--- src/logic/edac_pkg.sv ---
// SECDED code geometry, read status and check-bit helpers shared by the EDAC encoder and decoder
package edac_pkg;

    localparam int data_width = 26;
    localparam int code_width = 32;
    localparam int syn_width  = 5;

    typedef enum logic [1:0] {
        st_clean         = 2'd0,
        st_corrected     = 2'd1,
        st_uncorrectable = 2'd2
    } status_t;

    // parity over the positions whose index has bit k set
    function automatic logic [syn_width-1:0] calc_syndrome(input logic [code_width-1:0] cw);
        logic [syn_width-1:0] syn;
        syn = '0;
        for (int i = 1; i < code_width; i++) begin
            for (int k = 0; k < syn_width; k++) begin
                if (((i >> k) & 1) != 0) begin
                    syn[k] = syn[k] ^ cw[i];
                end
            end
        end
        return syn;
    endfunction

    // data bits sit in the non power of two positions, ascending
    function automatic logic [data_width-1:0] get_data(input logic [code_width-1:0] cw);
        logic [data_width-1:0] data;
        int unsigned           d;
        data = '0;
        d    = 0;
        for (int i = 1; i < code_width; i++) begin
            if ((i & (i - 1)) != 0) begin
                data[d] = cw[i];
                d++;
            end
        end
        return data;
    endfunction

    function automatic logic [code_width-1:0] make_codeword(input logic [data_width-1:0] data);
        logic [code_width-1:0] cw;
        logic [syn_width-1:0]  chk;
        int unsigned           d;
        cw = '0;
        d  = 0;
        for (int i = 1; i < code_width; i++) begin
            if ((i & (i - 1)) != 0) begin
                cw[i] = data[d];
                d++;
            end
        end
        // check positions are still zero here
        chk = calc_syndrome(cw);
        for (int k = 0; k < syn_width; k++) begin
            cw[1 << k] = chk[k];
        end
        cw[0] = ^cw[code_width-1:1];
        return cw;
    endfunction

endpackage

--- src/logic/secded_encoder.sv ---
// SECDED encoder for the write path, one registered stage between a valid/ready input and output
module secded_encoder (
    input  logic                           clk,
    input  logic                           rst,
    input  logic                           wr_valid,
    output logic                           wr_ready,
    input  logic [edac_pkg::data_width-1:0] wr_data,
    output logic                           cw_valid,
    input  logic                           cw_ready,
    output logic [edac_pkg::code_width-1:0] cw_out
);
    import edac_pkg::*;

    // held low through reset, set on the first cycle after it
    logic run;

    always_ff @(posedge clk) begin
        if (rst) begin
            run <= 1'b0;
        end else begin
            run <= 1'b1;
        end
    end

    // free when empty or being drained this cycle
    assign wr_ready = run & (~cw_valid | cw_ready);

    always_ff @(posedge clk) begin
        if (rst) begin
            cw_valid <= 1'b0;
        end else if (wr_ready) begin
            cw_valid <= wr_valid;
        end
    end

    always_ff @(posedge clk) begin
        if (wr_valid && wr_ready) begin
            cw_out <= make_codeword(wr_data);
        end
    end

endmodule

--- src/logic/secded_decoder.sv ---
// SECDED decoder for the read path, three pipeline stages with one common stall and valid/ready
module secded_decoder (
    input  logic                            clk,
    input  logic                            rst,
    input  logic                            rd_valid,
    output logic                            rd_ready,
    input  logic [edac_pkg::code_width-1:0] rd_code,
    output logic                            out_valid,
    input  logic                            out_ready,
    output logic [edac_pkg::data_width-1:0] out_data,
    output edac_pkg::status_t               out_status,
    output logic                            done
);
    import edac_pkg::*;

    logic                  run;
    logic                  advance;

    // stage 1, raw codeword
    logic                  v1;
    logic [code_width-1:0] code1;

    // stage 2, codeword with its syndrome and overall parity
    logic                  v2;
    logic [code_width-1:0] code2;
    logic [syn_width-1:0]  syn2;
    logic                  par_bad2;

    // stage 3 inputs, worked out from stage 2
    logic [code_width-1:0] fixed;
    status_t               status_c;

    always_ff @(posedge clk) begin
        if (rst) begin
            run <= 1'b0;
        end else begin
            run <= 1'b1;
        end
    end

    // whole pipeline moves together or not at all
    assign advance  = out_ready | ~out_valid;
    assign rd_ready = run & advance;
    assign done     = out_valid & out_ready;

    always_ff @(posedge clk) begin
        if (rst) begin
            v1        <= 1'b0;
            v2        <= 1'b0;
            out_valid <= 1'b0;
        end else if (advance) begin
            v1        <= rd_valid & rd_ready;
            v2        <= v1;
            out_valid <= v2;
        end
    end

    always_ff @(posedge clk) begin
        if (advance) begin
            code1 <= rd_code;
        end
    end

    always_ff @(posedge clk) begin
        if (advance) begin
            code2    <= code1;
            syn2     <= calc_syndrome(code1);
            par_bad2 <= ^code1;
        end
    end

    always_comb begin
        fixed = code2;
        if (par_bad2) begin
            // syndrome 0 with bad parity means bit 0 itself flipped
            fixed[syn2] = ~code2[syn2];
        end
        if (par_bad2) begin
            status_c = st_corrected;
        end else if (syn2 != '0) begin
            // even number of flips, leave the word as it came in
            status_c = st_uncorrectable;
        end else begin
            status_c = st_clean;
        end
    end

    always_ff @(posedge clk) begin
        if (advance) begin
            out_data   <= get_data(fixed);
            out_status <= status_c;
        end
    end

endmodule

--- src/logic/edac_stats.sv ---
// error statistics for the decoder, saturating counts of corrected and uncorrectable words
module edac_stats #(
    parameter int count_width = 16
) (
    input  logic                   clk,
    input  logic                   rst,
    input  logic                   done,
    input  edac_pkg::status_t      status,
    output logic [count_width-1:0] corrected_count,
    output logic [count_width-1:0] uncorrectable_count
);
    import edac_pkg::*;

    logic corr_full;
    logic uncorr_full;

    // stop at all ones instead of wrapping
    assign corr_full   = &corrected_count;
    assign uncorr_full = &uncorrectable_count;

    always_ff @(posedge clk) begin
        if (rst) begin
            corrected_count <= '0;
        end else if (done && status == st_corrected && !corr_full) begin
            corrected_count <= corrected_count + 1'b1;
        end
    end

    always_ff @(posedge clk) begin
        if (rst) begin
            uncorrectable_count <= '0;
        end else if (done && status == st_uncorrectable && !uncorr_full) begin
            uncorrectable_count <= uncorrectable_count + 1'b1;
        end
    end

endmodule

--- src/logic/edac_top.sv ---
// EDAC top level, independent write encoder and read decoder with error statistics
module edac_top #(
    parameter int count_width = 16
) (
    input  logic                            clk,
    input  logic                            rst,
    // write path
    input  logic                            wr_valid,
    output logic                            wr_ready,
    input  logic [edac_pkg::data_width-1:0] wr_data,
    output logic                            cw_valid,
    input  logic                            cw_ready,
    output logic [edac_pkg::code_width-1:0] cw_out,
    // read path
    input  logic                            rd_valid,
    output logic                            rd_ready,
    input  logic [edac_pkg::code_width-1:0] rd_code,
    output logic                            out_valid,
    input  logic                            out_ready,
    output logic [edac_pkg::data_width-1:0] out_data,
    output edac_pkg::status_t               out_status,
    // statistics
    output logic [count_width-1:0]          corrected_count,
    output logic [count_width-1:0]          uncorrectable_count
);

    // one pulse per result handed off
    logic done;

    secded_encoder u_encoder (
        .clk      (clk),
        .rst      (rst),
        .wr_valid (wr_valid),
        .wr_ready (wr_ready),
        .wr_data  (wr_data),
        .cw_valid (cw_valid),
        .cw_ready (cw_ready),
        .cw_out   (cw_out)
    );

    secded_decoder u_decoder (
        .clk        (clk),
        .rst        (rst),
        .rd_valid   (rd_valid),
        .rd_ready   (rd_ready),
        .rd_code    (rd_code),
        .out_valid  (out_valid),
        .out_ready  (out_ready),
        .out_data   (out_data),
        .out_status (out_status),
        .done       (done)
    );

    edac_stats #(
        .count_width (count_width)
    ) u_stats (
        .clk                 (clk),
        .rst                 (rst),
        .done                (done),
        .status              (out_status),
        .corrected_count     (corrected_count),
        .uncorrectable_count (uncorrectable_count)
    );

endmodule

--- config.mk ---
export PLATFORM = sky130hd
export DESIGN_NAME = edac_top
export DESIGN_NICKNAME = d
export VERILOG_FILES = /design/src/logic/edac_pkg.sv /design/src/logic/secded_encoder.sv /design/src/logic/secded_decoder.sv /design/src/logic/edac_stats.sv /design/src/logic/edac_top.sv
export SDC_FILE = /design/constraint.sdc
export NUM_CORES = 1
export LEC_CHECK = 0
export ABC_AREA = 0
export BUFFER_PORTS_ARGS = -buffer_cell sky130_fd_sc_hd__buf_4
export CAP_MARGIN = 10
export CORE_MARGIN = 3
export CORE_UTILIZATION = 50
export CTS_CLUSTER_DIAMETER = 30
export CTS_CLUSTER_SIZE = 12
export DETAILED_ROUTE_END_ITERATION = 16
export HOLD_SLACK_MARGIN = 0.12
export PLACE_DENSITY_LB_ADDON = 0.2
export SLEW_MARGIN = 20
export SYNTH_ARGS = -nofsm -noshare
export SYNTH_HDL_FRONTEND = slang
export SYNTH_HIERARCHICAL = 1
export SYNTH_SLANG_ARGS = --single-unit
--- constraint.sdc ---
create_clock -name clk -period 2.9 [get_ports clk]
set_input_delay 0.29 -clock clk [delete_from_list [all_inputs] [get_ports clk]]
set_output_delay 0.29 -clock clk [all_outputs]
set_load 0.02 [all_outputs]
==> flow_summary_export.csv, run 1 <==
group,metric,value,unit
final_layout,finish.net_count,852,
global_route,grt_first_pass_wirelength,26200,um
synth,synth-seq-area-share,60.5,%
synth,synth_area,7710,um^2
detailed_routing,wire_per_inst,17.2,um
power_and_ir_drop,intPower,5.17,mW
timing,timing.final.setup_violations,0,
detailed_routing,drtAntennaViolNets,0,
final_layout,layout-area-overhead-vs-synth,33.2,%
timing,hold_slack,0.147,ns
job,max-cap-violations,0,
clocking,clock_tree.buffer_depth,2,
clocking,tritoncts.num_buffers,17,
setup_path,timing.reg2reg.worst_path_depth,7,
timing,rsz0062_at_grt,"no",
floorplan,x_dimension_of_the_die,130,um
power_and_ir_drop,power.total,7.15,mW
clocking,clock_sink_count,168,
setup_path,cp_data_arrival_time,2.55,ns
place,detailedPlacementHpwl,11900,um
clocking,deepest_level_of_the_cts_h_tree,4,
power_and_ir_drop,lkg_pwr,3.98,nW
setup_path,cp-start-kind,"input pin",
clocking,clkLatencyLatePin,0.42,ns
timing,timing.max_slew.rel_slack,52.1,%
floorplan,die-area,17000,um^2
detailed_routing,via_count,5253,
power_and_ir_drop,switchingPower,1.97,mW
setup_path,data_required_time_at_the_worst_endpoint,3.07,ns
detailed_routing,routed_wirelength,16900,um
floorplan,core_area,14800,um^2
timing,postLayoutSetupSlackWorst,0.518,ns
place,detailedPlace.worstSlack,0.580,ns
timing,fin_worst_skew,0.00794,ns
timing,final.period_utilization,82.1,%
global_route,number_of_global_route_vias_before_repair,5174,
synth,postSynthRegisterBits,168,
timing,timing.fmax,0.420,GHz
power_and_ir_drop,power-per-cell-area,696,nW/um^2
floorplan,initial_utilization,52.1,%
clocking,clk_transition_reported_paths,0.06,ns
power_and_ir_drop,netSwitchingFraction,27.6,%
detailed_routing,drc_errors_left,0,
synth,yosys_warnings,6,
hold_path,whs_path_depth,3,
clocking,clk_root_buffer_cell,"sky130_fd_sc_hd__clkbuf_16",
floorplan,number_of_standard_cell_rows_in_the_floorplan,44,
status,run_status,"complete, no violations",
timing,setup_total_negative_slack,0,ns
timing,timing_max_transition_violations_final,0,
final_layout,final-seq-area,4660,um^2
setup_path,timing.critical_path.fanout_max,3,
detailed_routing,drt-pass1-iter-count,5,
final_layout,n_fill_cell,1036,
final_layout,multi_input_area,2910,um^2
clocking,tritoncts,"done",
synth,asyncSetResetFlopFracSynth,0,%
synth,synth_fp_nets,628,
place,numPortBuffers,159,
global_route,grt_max_degree,100,
synth,number_of_instances_in_the_synthesized_netlist,562,
power_and_ir_drop,comb_power_share,25.3,%
power_and_ir_drop,power_frac_clock,31.3,%
final_layout,drive_gt1_share,30.9,%
synth,syn_area_per_cell,13.7,um^2
synth,netlist_top_cells_area,"sky130_fd_sc_hd__edfxtp_1 (51%), sky130_fd_sc_hd__dfxtp_1 (9.9%), sky130_fd_sc_hd__xnor2_1 (7.9%)",
place,place_area,9110,um^2
power_and_ir_drop,vdd.ir_drop.worst,0.722,mV
floorplan,die-height,130,um
clocking,post_cts.resized_instances,0,
synth,post-synth-top-area-cell,"sky130_fd_sc_hd__edfxtp_1",
synth,synth_edf_count,130,
power_and_ir_drop,seqPwrFrac,43.3,%
detailed_routing,viasPerCell,5.34,
setup_path,path_class,"input pin to register",
synth,synth.distinct_cells,56,
timing,hold_violations,0,
final_layout,fin_area,10300,um^2
synth,synth_top_flop_cell,"sky130_fd_sc_hd__edfxtp_1",
floorplan,io_pins,160,
setup_path,worst_setup_path_end_kind,"register",
global_route,antenna_found_initial,0,
hold_path,worstHoldPathType,"input pin to register",
synth,yosysTopAreaCellShare,50.6,%
timing,min_period,2.38,ns
global_route,gr-usage-all-layers,20.2,%
place,finalWeightedCongestion,0.852,
detailed_routing,detail_route.iter0.violations,349,
global_route,global_route.overflow_total,0,
timing,worstMarginPinSlew,0.712,ns
final_layout,antenna-diode-count,0,
## per-layer routing
metal	part of all wire, %	track usage (%)
met1	43	26.2
met2	48	33.0
met3	6.5	5.24
met4	1.8	7.46
met5	0	0
## cells by family (layout without fill, tap and decap cells)
logic type / after synthesis / count (layout) / synth area share, %
and+or+nand+nor: 150 / 150 / 10.6
buffers and inverters: 31 / 268 / 1.90
xor gates and xnor gates: 101 / 101 / 13.7
adders and majority gates: 2 / 2 / 0.324
AOI/OAI and AO/OA: 57 / 57 / 4.65
DFF: 168 / 168 / 60.5
muxes: 53 / 53 / 8.34
## metrics by stage
stage | instances | util (%)
3_5_place_dp | 893 | 61.5
6_report | 983 | 69.4
2_1_floorplan | 562 | -
5_1_grt | 983 | 69.4
3_3_place_gp | 893 | 61.5
4_1_cts | 983 | 69.4
## layout by cell type (no fill, tap or decap), types with 5 or more instances in the layout
cell type	instances
sky130_fd_sc_hd__nor2_1	30
sky130_fd_sc_hd__dfxtp_1	38
sky130_fd_sc_hd__or3_1	9
sky130_fd_sc_hd__xor2_1	18
sky130_fd_sc_hd__buf_4	164
sky130_fd_sc_hd__o31ai_1	9
sky130_fd_sc_hd__mux2_2	34
sky130_fd_sc_hd__edfxtp_1	130
sky130_fd_sc_hd__xnor2_1	70
sky130_fd_sc_hd__inv_1	12
sky130_fd_sc_hd__clkbuf_16	17
sky130_fd_sc_hd__o21ai_0	10
sky130_fd_sc_hd__mux2i_1	14
sky130_fd_sc_hd__nor4_1	5
sky130_fd_sc_hd__nand2_1	25
sky130_fd_sc_hd__and2_1	6
sky130_fd_sc_hd__a21oi_1	25
sky130_fd_sc_hd__nor2b_1	9
sky130_fd_sc_hd__nand3_1	13
sky130_fd_sc_hd__dlygate4sd3_1	58
sky130_fd_sc_hd__or4_1	9
sky130_fd_sc_hd__xnor3_1	7
sky130_fd_sc_hd__nand4_1	11
sky130_fd_sc_hd__nor3_1	10
## power groups by stage
| stage | Clock (mW) | Sequential [mW] | Combinational, mW |
|---|---|---|---|
| detailed placement | 0 | 3.14 | 1.73 |
| CTS | 2.29 | 3.09 | 1.80 |
| global placement | 0 | 3.13 | 1.69 |
| floorplan | 0 | 3.17 | 1.23 |
| finish | 2.24 | 3.10 | 1.81 |
| global route | 2.38 | 3.13 | 1.95 |
## registers in the layout (all words and copies together), names as in the netlist, 2 cells and up
register and cells:
u_decoder/code2 32, u_encoder/cw_out 32, u_stats/corrected_count 16, u_decoder/out_data 26
u_decoder/code1 32, u_decoder/syn2 5, u_decoder/out_status 2, u_stats/uncorrectable_count 16
## cell type report
class	instances	share of cell area, %
Timing Repair Buffer	223	17.8
Clock buffer	19	4.21
Sequential cell	168	45.4
Inverter	13	0.511
Multi-Input combinational cell	363	28.3
Tap cell	184	2.24
Clock inverter	13	1.51
## cell usage after synthesis (2+ instances only)
cell	instances
sky130_fd_sc_hd__mux2_2	34
sky130_fd_sc_hd__and4_1	3
sky130_fd_sc_hd__o311ai_0	3
sky130_fd_sc_hd__xnor3_2	3
sky130_fd_sc_hd__nand4_1	11
sky130_fd_sc_hd__xnor3_1	7
sky130_fd_sc_hd__o31ai_1	9
sky130_fd_sc_hd__buf_2	3
sky130_fd_sc_hd__clkbuf_2	2
sky130_fd_sc_hd__o211ai_1	2
sky130_fd_sc_hd__mux4_2	3
sky130_fd_sc_hd__nand2b_1	4
sky130_fd_sc_hd__o41ai_1	2
sky130_fd_sc_hd__a21oi_1	25
sky130_fd_sc_hd__or2_2	2
sky130_fd_sc_hd__clkbuf_1	10
sky130_fd_sc_hd__or3_1	9
sky130_fd_sc_hd__nand3b_1	2
sky130_fd_sc_hd__xnor2_1	70
sky130_fd_sc_hd__nand3_1	13
sky130_fd_sc_hd__nor4_1	5
sky130_fd_sc_hd__nand2_1	25
sky130_fd_sc_hd__edfxtp_1	130
sky130_fd_sc_hd__xor2_1	18
sky130_fd_sc_hd__ha_1	2
sky130_fd_sc_hd__o21ai_0	10
sky130_fd_sc_hd__nor3_1	10
sky130_fd_sc_hd__and2_1	7
sky130_fd_sc_hd__nor2_1	31
sky130_fd_sc_hd__mux2i_1	14
sky130_fd_sc_hd__mux4_1	2
sky130_fd_sc_hd__inv_1	13
sky130_fd_sc_hd__or4_1	9
sky130_fd_sc_hd__nor2b_1	10
sky130_fd_sc_hd__dfxtp_1	38
## worst paths after layout
check	start	end	slack [ns]
hold reg to reg	u_decoder/v1	u_decoder/v1	0.45
hold / removal	rd_valid	u_decoder/v1	0.15
setup / recovery	wr_data[21]	u_encoder/cw_out[0]	0.52
setup reg to reg	u_decoder/syn2[1]	u_decoder/out_data[20]	0.57
## repair_timing
item                                   CTS  global route
endpoints found under the hold margin   58             0
hold buffers                            58             0
setup buffers                            0             0
## critical path, cell delays in order
cell                            delay (ns)
sky130_fd_sc_hd__dlygate4sd3_1        0.54
sky130_fd_sc_hd__buf_4                0.15
sky130_fd_sc_hd__xnor3_2              0.40
sky130_fd_sc_hd__xor2_2               0.20
sky130_fd_sc_hd__xnor3_2              0.49
sky130_fd_sc_hd__xnor2_2              0.17
sky130_fd_sc_hd__xnor3_1              0.31
No activity file was read; power rests on OpenSTA's default activity.
==> inputs of run 2 (changes only) <==
==> constraint.sdc (replaced) <==
create_clock -name clk -period 2.3 [get_ports clk]
set_input_delay 0.23 -clock clk [delete_from_list [all_inputs] [get_ports clk]]
set_output_delay 0.23 -clock clk [all_outputs]
set_load 0.02 [all_outputs]
==> run 2 against run 1 <==
The flow now finishes with violations (setup timing). Largest power group unchanged. Final area increased by 1.4%. Wire length rose by 0.90%. Sequential power grew 23%. Hold slack improved by 0.032 ns. Die area stayed put.
==> flow_summary_export.csv, run 2 (synthesized netlist as in run 1, its figures left out) <==
group,metric,value,unit
detailed_routing,drt-pass1-iter-count,5,
global_route,number_of_global_route_vias_before_repair,5280,
final_layout,reg_top3,"u_decoder/code1: 32 flops, u_decoder/code2: 32 flops, u_encoder/cw_out: 32 flops",
detailed_routing,wire_per_inst,17.3,um
place,numPortBuffers,159,
clocking,tritoncts.num_buffers,17,
power_and_ir_drop,power-per-cell-area,863,nW/um^2
setup_path,cp_data_arrival_time,2.52,ns
place,dp.cells,897,
status,run_status,"finished with violations",
final_layout,finish.utilization,70.4,%
global_route,routing_usage_on_met1,26.8,%
global_route,grtUsageMet2,33.0,%
setup_path,timing.critical_path.fanout_max,26,
detailed_routing,viasPerCell,5.39,
job,max-cap-violations,0,
floorplan,initial_utilization,52.1,%
floorplan,die-area,17000,um^2
clocking,clock_tree.buffer_depth,2,
setup_path,cp-start-kind,"register",
timing,fin_worst_skew,0.00983,ns
final_layout,drive_gt1_share,32.0,%
global_route,grt_max_degree,100,
timing,timing.max_slew.rel_slack,50.0,%
timing,postLayoutSetupSlackWorst,-0.0504,ns
detailed_routing,detail_route.iter0.violations,478,
floorplan,x_dimension_of_the_die,130,um
status,failing_checks,"setup timing",
power_and_ir_drop,lkg_pwr,4.05,nW
detailed_routing,routed_wirelength,17100,um
final_layout,finish.net_count,859,
place,finalWeightedCongestion,0.852,
power_and_ir_drop,vdd.ir_drop.worst,0.730,mV
floorplan,io_pins,160,
floorplan,number_of_standard_cell_rows_in_the_floorplan,44,
setup_path,path_class,"register to register",
timing,min_period,2.35,ns
setup_path,data_required_time_at_the_worst_endpoint,2.47,ns
hold_path,worstHoldPathType,"input pin to register",
final_layout,layoutNonFillerInstCount,990,
detailed_routing,via_count,5338,
timing,timing.fmax,0.425,GHz
final_layout,mostFrequentLayoutCell,"sky130_fd_sc_hd__buf_4",
timing,rsz0062_at_grt,"yes",
global_route,grt_first_pass_wirelength,26700,um
final_layout,final_cell_mix,"sky130_fd_sc_hd__buf_4 (166), sky130_fd_sc_hd__edfxtp_1 (130), sky130_fd_sc_hd__xnor2_1 (65)",
place,detailedPlacementHpwl,11900,um
clocking,tritoncts,"done",
clocking,clkLatencyLatePin,0.42,ns
global_route,antenna_found_initial,0,
clocking,deepest_level_of_the_cts_h_tree,4,
timing,final.period_utilization,102,%
place,detailedPlace.worstSlack,-0.0251,ns
clocking,clk_transition_reported_paths,0.06,ns
detailed_routing,drtAntennaViolNets,0,
global_route,global_route.usage.met3,5.44,%
clocking,clk_root_buffer_cell,"sky130_fd_sc_hd__clkbuf_16",
floorplan,core_area,14800,um^2
global_route,gr-usage-all-layers,20.5,%
final_layout,n_fill_cell,1013,
floorplan,die-height,130,um
timing,worstMarginPinSlew,0.744,ns
clocking,clock_sink_count,168,
global_route,global_route.peak_usage_layer,"met2",
timing,timing_max_transition_violations_final,0,
final_layout,layout-area-overhead-vs-synth,35.0,%
timing,timing.final.setup_violations,26,
timing,hold_violations,0,
detailed_routing,drc_errors_left,0,
timing,hold_slack,0.180,ns
final_layout,antenna-diode-count,0,
setup_path,worst_setup_path_end_kind,"register",
global_route,global_route.overflow_total,0,
[run 2: cell count changes in the layout (fill, tap and decap cells not counted), sizes merged]
cell and change:
buf +4, bufinv -2, clkinv +1, dlygate4sd3 +3, inv +1
[run 2: final timing paths]
kind,slack (ns),depth (start not counted),to,start
min reg2reg,0.45,2,u_decoder/v2,u_decoder/v2
min,0.18,2,u_encoder/run,rst
max reg2reg,-0.05,7,u_decoder/out_data[24],u_decoder/syn2[1]
max,-0.05,7,u_decoder/out_data[24],u_decoder/syn2[1]
[run 2: per-stage QoR]
step | power (mW) | TNS, ns | area (um^2)
floorplan | 5.55 | -11.98 | 7730
CTS | 9.01 | -0.0243 | 10300
global route | 9.37 | -3.38 | 10400
finish | 8.99 | -1.11 | 10400
global placement | 6.22 | 0 | 9170
detailed placement | 6.29 | -0.152 | 9170
[run 2: what timing repair did]
item                                   in CTS  in global routing
setup endpoints to repair                  10                 27
endpoints found under the hold margin      61                  0
buffers inserted                            0                  0
pin swaps                                   0                  7
hold buffers                               61                  0
resized for setup                           5                 10
gates cloned                                0                  0
[run 2: worst max-delay path: stages (launching register included)]
cell and delay, ns:
sky130_fd_sc_hd__edfxtp_1 0.42, sky130_fd_sc_hd__buf_12 0.18, sky130_fd_sc_hd__mux2i_1 0.13, sky130_fd_sc_hd__mux4_2 0.49, sky130_fd_sc_hd__a32oi_2 0.26, sky130_fd_sc_hd__o2111ai_2 0.16
sky130_fd_sc_hd__buf_12 0.19, sky130_fd_sc_hd__mux2_2 0.27
[run 2: layout make-up]
type,count,area [um^2],share of cell area (%)
multi-input combinational,363,3010,28.9
clock inverter,13,105,1.01
tap,184,230,2.21
sequential,168,4670,44.8
inverter,13,52.6,0.504
clock buffer,19,433,4.16
timing repair buffer,230,1920,18.4
[run 2: metal layers]
layer | part of all wire [%] | vias to the layer above
met5 | 0 | -
met3 | 7.1 | 21
met2 | 49 | 203
met4 | 1.6 | 0
li1 | - | 2541
met1 | 42 | 2573
[run 2: report_power, final]
| part | switching, mW | internal (mW) |
|---|---|---|
| logic | 1.23 | 1.32 |
| clock network | 1.15 | 1.48 |
| registers | 0.185 | 3.64 |
==> inputs of run 3 (changes only) <==
--- a/config.mk
+++ b/config.mk
@@ -9,7 +9,7 @@
 export BUFFER_PORTS_ARGS = -buffer_cell sky130_fd_sc_hd__buf_4
 export CAP_MARGIN = 10
 export CORE_MARGIN = 3
-export CORE_UTILIZATION = 50
+export CORE_UTILIZATION = 40
 export CTS_CLUSTER_DIAMETER = 30
 export CTS_CLUSTER_SIZE = 12
 export DETAILED_ROUTE_END_ITERATION = 16
==> run 3 against run 2 <==
The flow now finishes without violations. Combinational power hardly changed. Register-to-register slack improved by 0.06 ns. Die area increased by 24%. Core utilization decreased by 14 points. Largest cell class unchanged. Global-route usage is 4.1 points lower. Sequential power about the same. Count of clock-buffer cells in the layout increased by 1. Final area rose by 0.96%.
==> flow_summary_export.csv, run 3 (synthesized netlist as in run 1, its figures left out) <==
group,metric,value,unit
floorplan,die-area,21000,um^2
clocking,clock_tree.buffer_depth,2,
setup_path,path_class,"register to register",
clocking,clk_transition_reported_paths,0.06,ns
setup_path,data_required_time_at_the_worst_endpoint,2.46,ns
timing,timing_max_transition_violations_final,0,
final_layout,layout-area-overhead-vs-synth,36.3,%
clocking,post_cts.repair.setup_buffers,0,
clocking,clkLatencyLatePin,0.41,ns
power_and_ir_drop,lkg_pwr,4.07,nW
timing,worstMarginPinSlew,0.623,ns
power_and_ir_drop,seqPwrFrac,42.5,%
floorplan,die-height,145,um
power_and_ir_drop,power.total,9.02,mW
setup_path,timing.reg2reg.worst_path_depth,7,
setup_path,reg2reg_slack,0.009,ns
clocking,tritoncts,"done",
timing,timing.max_slew.rel_slack,57.9,%
setup_path,crit_end,"u_decoder/out_data[10]",
detailed_routing,wire_per_inst,16.2,um
global_route,global_route.overflow_total,0,
timing,min_period,2.29,ns
power_and_ir_drop,comb_power_share,28.5,%
status,run_status,"complete, no violations",
timing,fin_worst_skew,0.00895,ns
floorplan,io_pins,160,
detailed_routing,detail_route.iter0.violations,258,
timing,rsz0062_at_grt,"yes",
place,detailedPlacementHpwl,12500,um
place,place_area,9290,um^2
timing,timing.fmax,0.436,GHz
detailed_routing,drt-pass1-iter-count,5,
global_route,gr-usage-all-layers,16.4,%
setup_path,crit_start,"u_decoder/syn2[1]",
timing,final.period_utilization,99.6,%
timing,hold_slack,0.198,ns
global_route,grt_first_pass_wirelength,26900,um
floorplan,x_dimension_of_the_die,145,um
job,max-cap-violations,0,
final_layout,antenna-diode-count,0,
setup_path,cp_data_arrival_time,2.45,ns
global_route,antenna_found_initial,0,
place,numPortBuffers,159,
hold_path,worstHoldPathType,"input pin to register",
timing,setup_total_negative_slack,0,ns
floorplan,core_area,18800,um^2
final_layout,final_cell_mix,"sky130_fd_sc_hd__buf_4 (170), sky130_fd_sc_hd__edfxtp_1 (130), sky130_fd_sc_hd__xnor2_1 (70)",
power_and_ir_drop,power_frac_clock,29.1,%
final_layout,fin_area,10500,um^2
final_layout,n_fill_cell,1564,
final_layout,drive_gt1_share,31.8,%
final_layout,reg_top3,"u_decoder/code1: 32 flops, u_decoder/code2: 32 flops, u_encoder/cw_out: 32 flops",
detailed_routing,drc_errors_left,0,
setup_path,cp-start-kind,"register",
power_and_ir_drop,intPower,6.45,mW
clocking,deepest_level_of_the_cts_h_tree,4,
setup_path,reg2reg_from,"u_decoder/syn2[1]",
final_layout,mostFrequentLayoutCell,"sky130_fd_sc_hd__buf_4",
setup_path,worst_setup_path_end_kind,"register",
power_and_ir_drop,vdd.ir_drop.worst,0.519,mV
detailed_routing,via_count,5319,
clocking,tritoncts.num_buffers,17,
power_and_ir_drop,switchingPower,2.56,mW
clocking,clock_sink_count,168,
final_layout,finish.net_count,865,
power_and_ir_drop,power-per-cell-area,857,nW/um^2
detailed_routing,viasPerCell,4.97,
timing,hold_violations,0,
power_and_ir_drop,netSwitchingFraction,28.4,%
global_route,grt_max_degree,100,
clocking,clk_root_buffer_cell,"sky130_fd_sc_hd__clkbuf_16",
global_route,number_of_global_route_vias_before_repair,5390,
detailed_routing,routed_wirelength,17400,um
detailed_routing,drtAntennaViolNets,0,
setup_path,crit-reg2reg-capture,"u_decoder/out_data[10]",
setup_path,timing.critical_path.fanout_max,13,
floorplan,number_of_standard_cell_rows_in_the_floorplan,50,
floorplan,initial_utilization,41.0,%
place,finalWeightedCongestion,0.860,
timing,timing.final.setup_violations,0,
==> run 3: cell count changes in the layout (fill, tap and decap cells not counted), sizes merged <==
cell / delta
clkinv: -3
buf: +6
inv: +1
clkbuf: +1
==> run 3: power groups by stage <==
| stage | Combinational (mW) | Sequential (mW) | Clock (mW) |
|---|---|---|---|
| floorplan | 1.55 | 3.99 | 0 |
| global placement | 2.35 | 3.88 | 0 |
| detailed placement | 2.40 | 3.89 | 0 |
| CTS | 2.57 | 3.83 | 2.70 |
| global route | 2.73 | 3.86 | 2.84 |
| finish | 2.57 | 3.83 | 2.62 |
==> run 3: stage by stage <==
stage	setup WS, ns	util (%)	std cells
floorplan	-0.336	-	562
global placement	0.0515	49.3	979
detailed placement	-0.0241	49.3	979
CTS	-0.0102	55.7	1071
global route	-0.0455	55.9	1071
finish	0.00895	55.9	1071
==> run 3: repair_timing <==
| action | CTS | global route |
|---|---|---|
| hold endpoints to repair | 61 | 0 |
| pin swaps | 2 | 5 |
| hold buffers | 61 | 0 |
| gates resized for setup | 12 | 8 |
| setup endpoints to repair | 26 | 28 |
==> run 3: worst min-delay path by stage <==
stage / from / end / slack (ns) / cells after the start
floorplan: rst / u_decoder/run / 0.29 / 1
global placement: rd_code[3] / u_decoder/code1[3] / 0.41 / 1
detailed placement: rd_code[5] / u_decoder/code1[5] / 0.41 / 1
global route: rst / u_encoder/run / 0.21 / 2
CTS: rst / u_decoder/run / 0.18 / 2
finish: rst / u_decoder/run / 0.20 / 2
==> run 3: cell type report <==
| type | count | area, um^2 | share of cell area (%) |
|---|---|---|---|
| clock buffers | 20 | 437 | 4.15 |
| well taps | 260 | 325 | 3.09 |
| clock inverters | 11 | 101 | 0.963 |
| repair buffers | 236 | 1950 | 18.6 |
| inverters | 13 | 52.6 | 0.500 |
| multi-input cells | 363 | 2980 | 28.4 |
| flip-flops and latches | 168 | 4670 | 44.4 |
==> run 3: metal layers <==
metal / global-route usage (%) / vias to the layer above / wire [um]
li1: - / 2550 / -
met1: 20.7 / 2610 / 7290
met2: 28.5 / 145 / 9130
met3: 3.22 / 14 / 774
met4: 4.96 / 0 / 202
met5: 0 / - / 0
==> run 3: worst max-delay path, cell delays in order (launching register included) <==
cell and delay (ns):
sky130_fd_sc_hd__edfxtp_1 0.44, sky130_fd_sc_hd__buf_6 0.19, sky130_fd_sc_hd__mux2i_1 0.12, sky130_fd_sc_hd__mux4_2 0.49
sky130_fd_sc_hd__a32oi_2 0.18, sky130_fd_sc_hd__o2111ai_2 0.16, sky130_fd_sc_hd__buf_6 0.19, sky130_fd_sc_hd__mux2_2 0.27
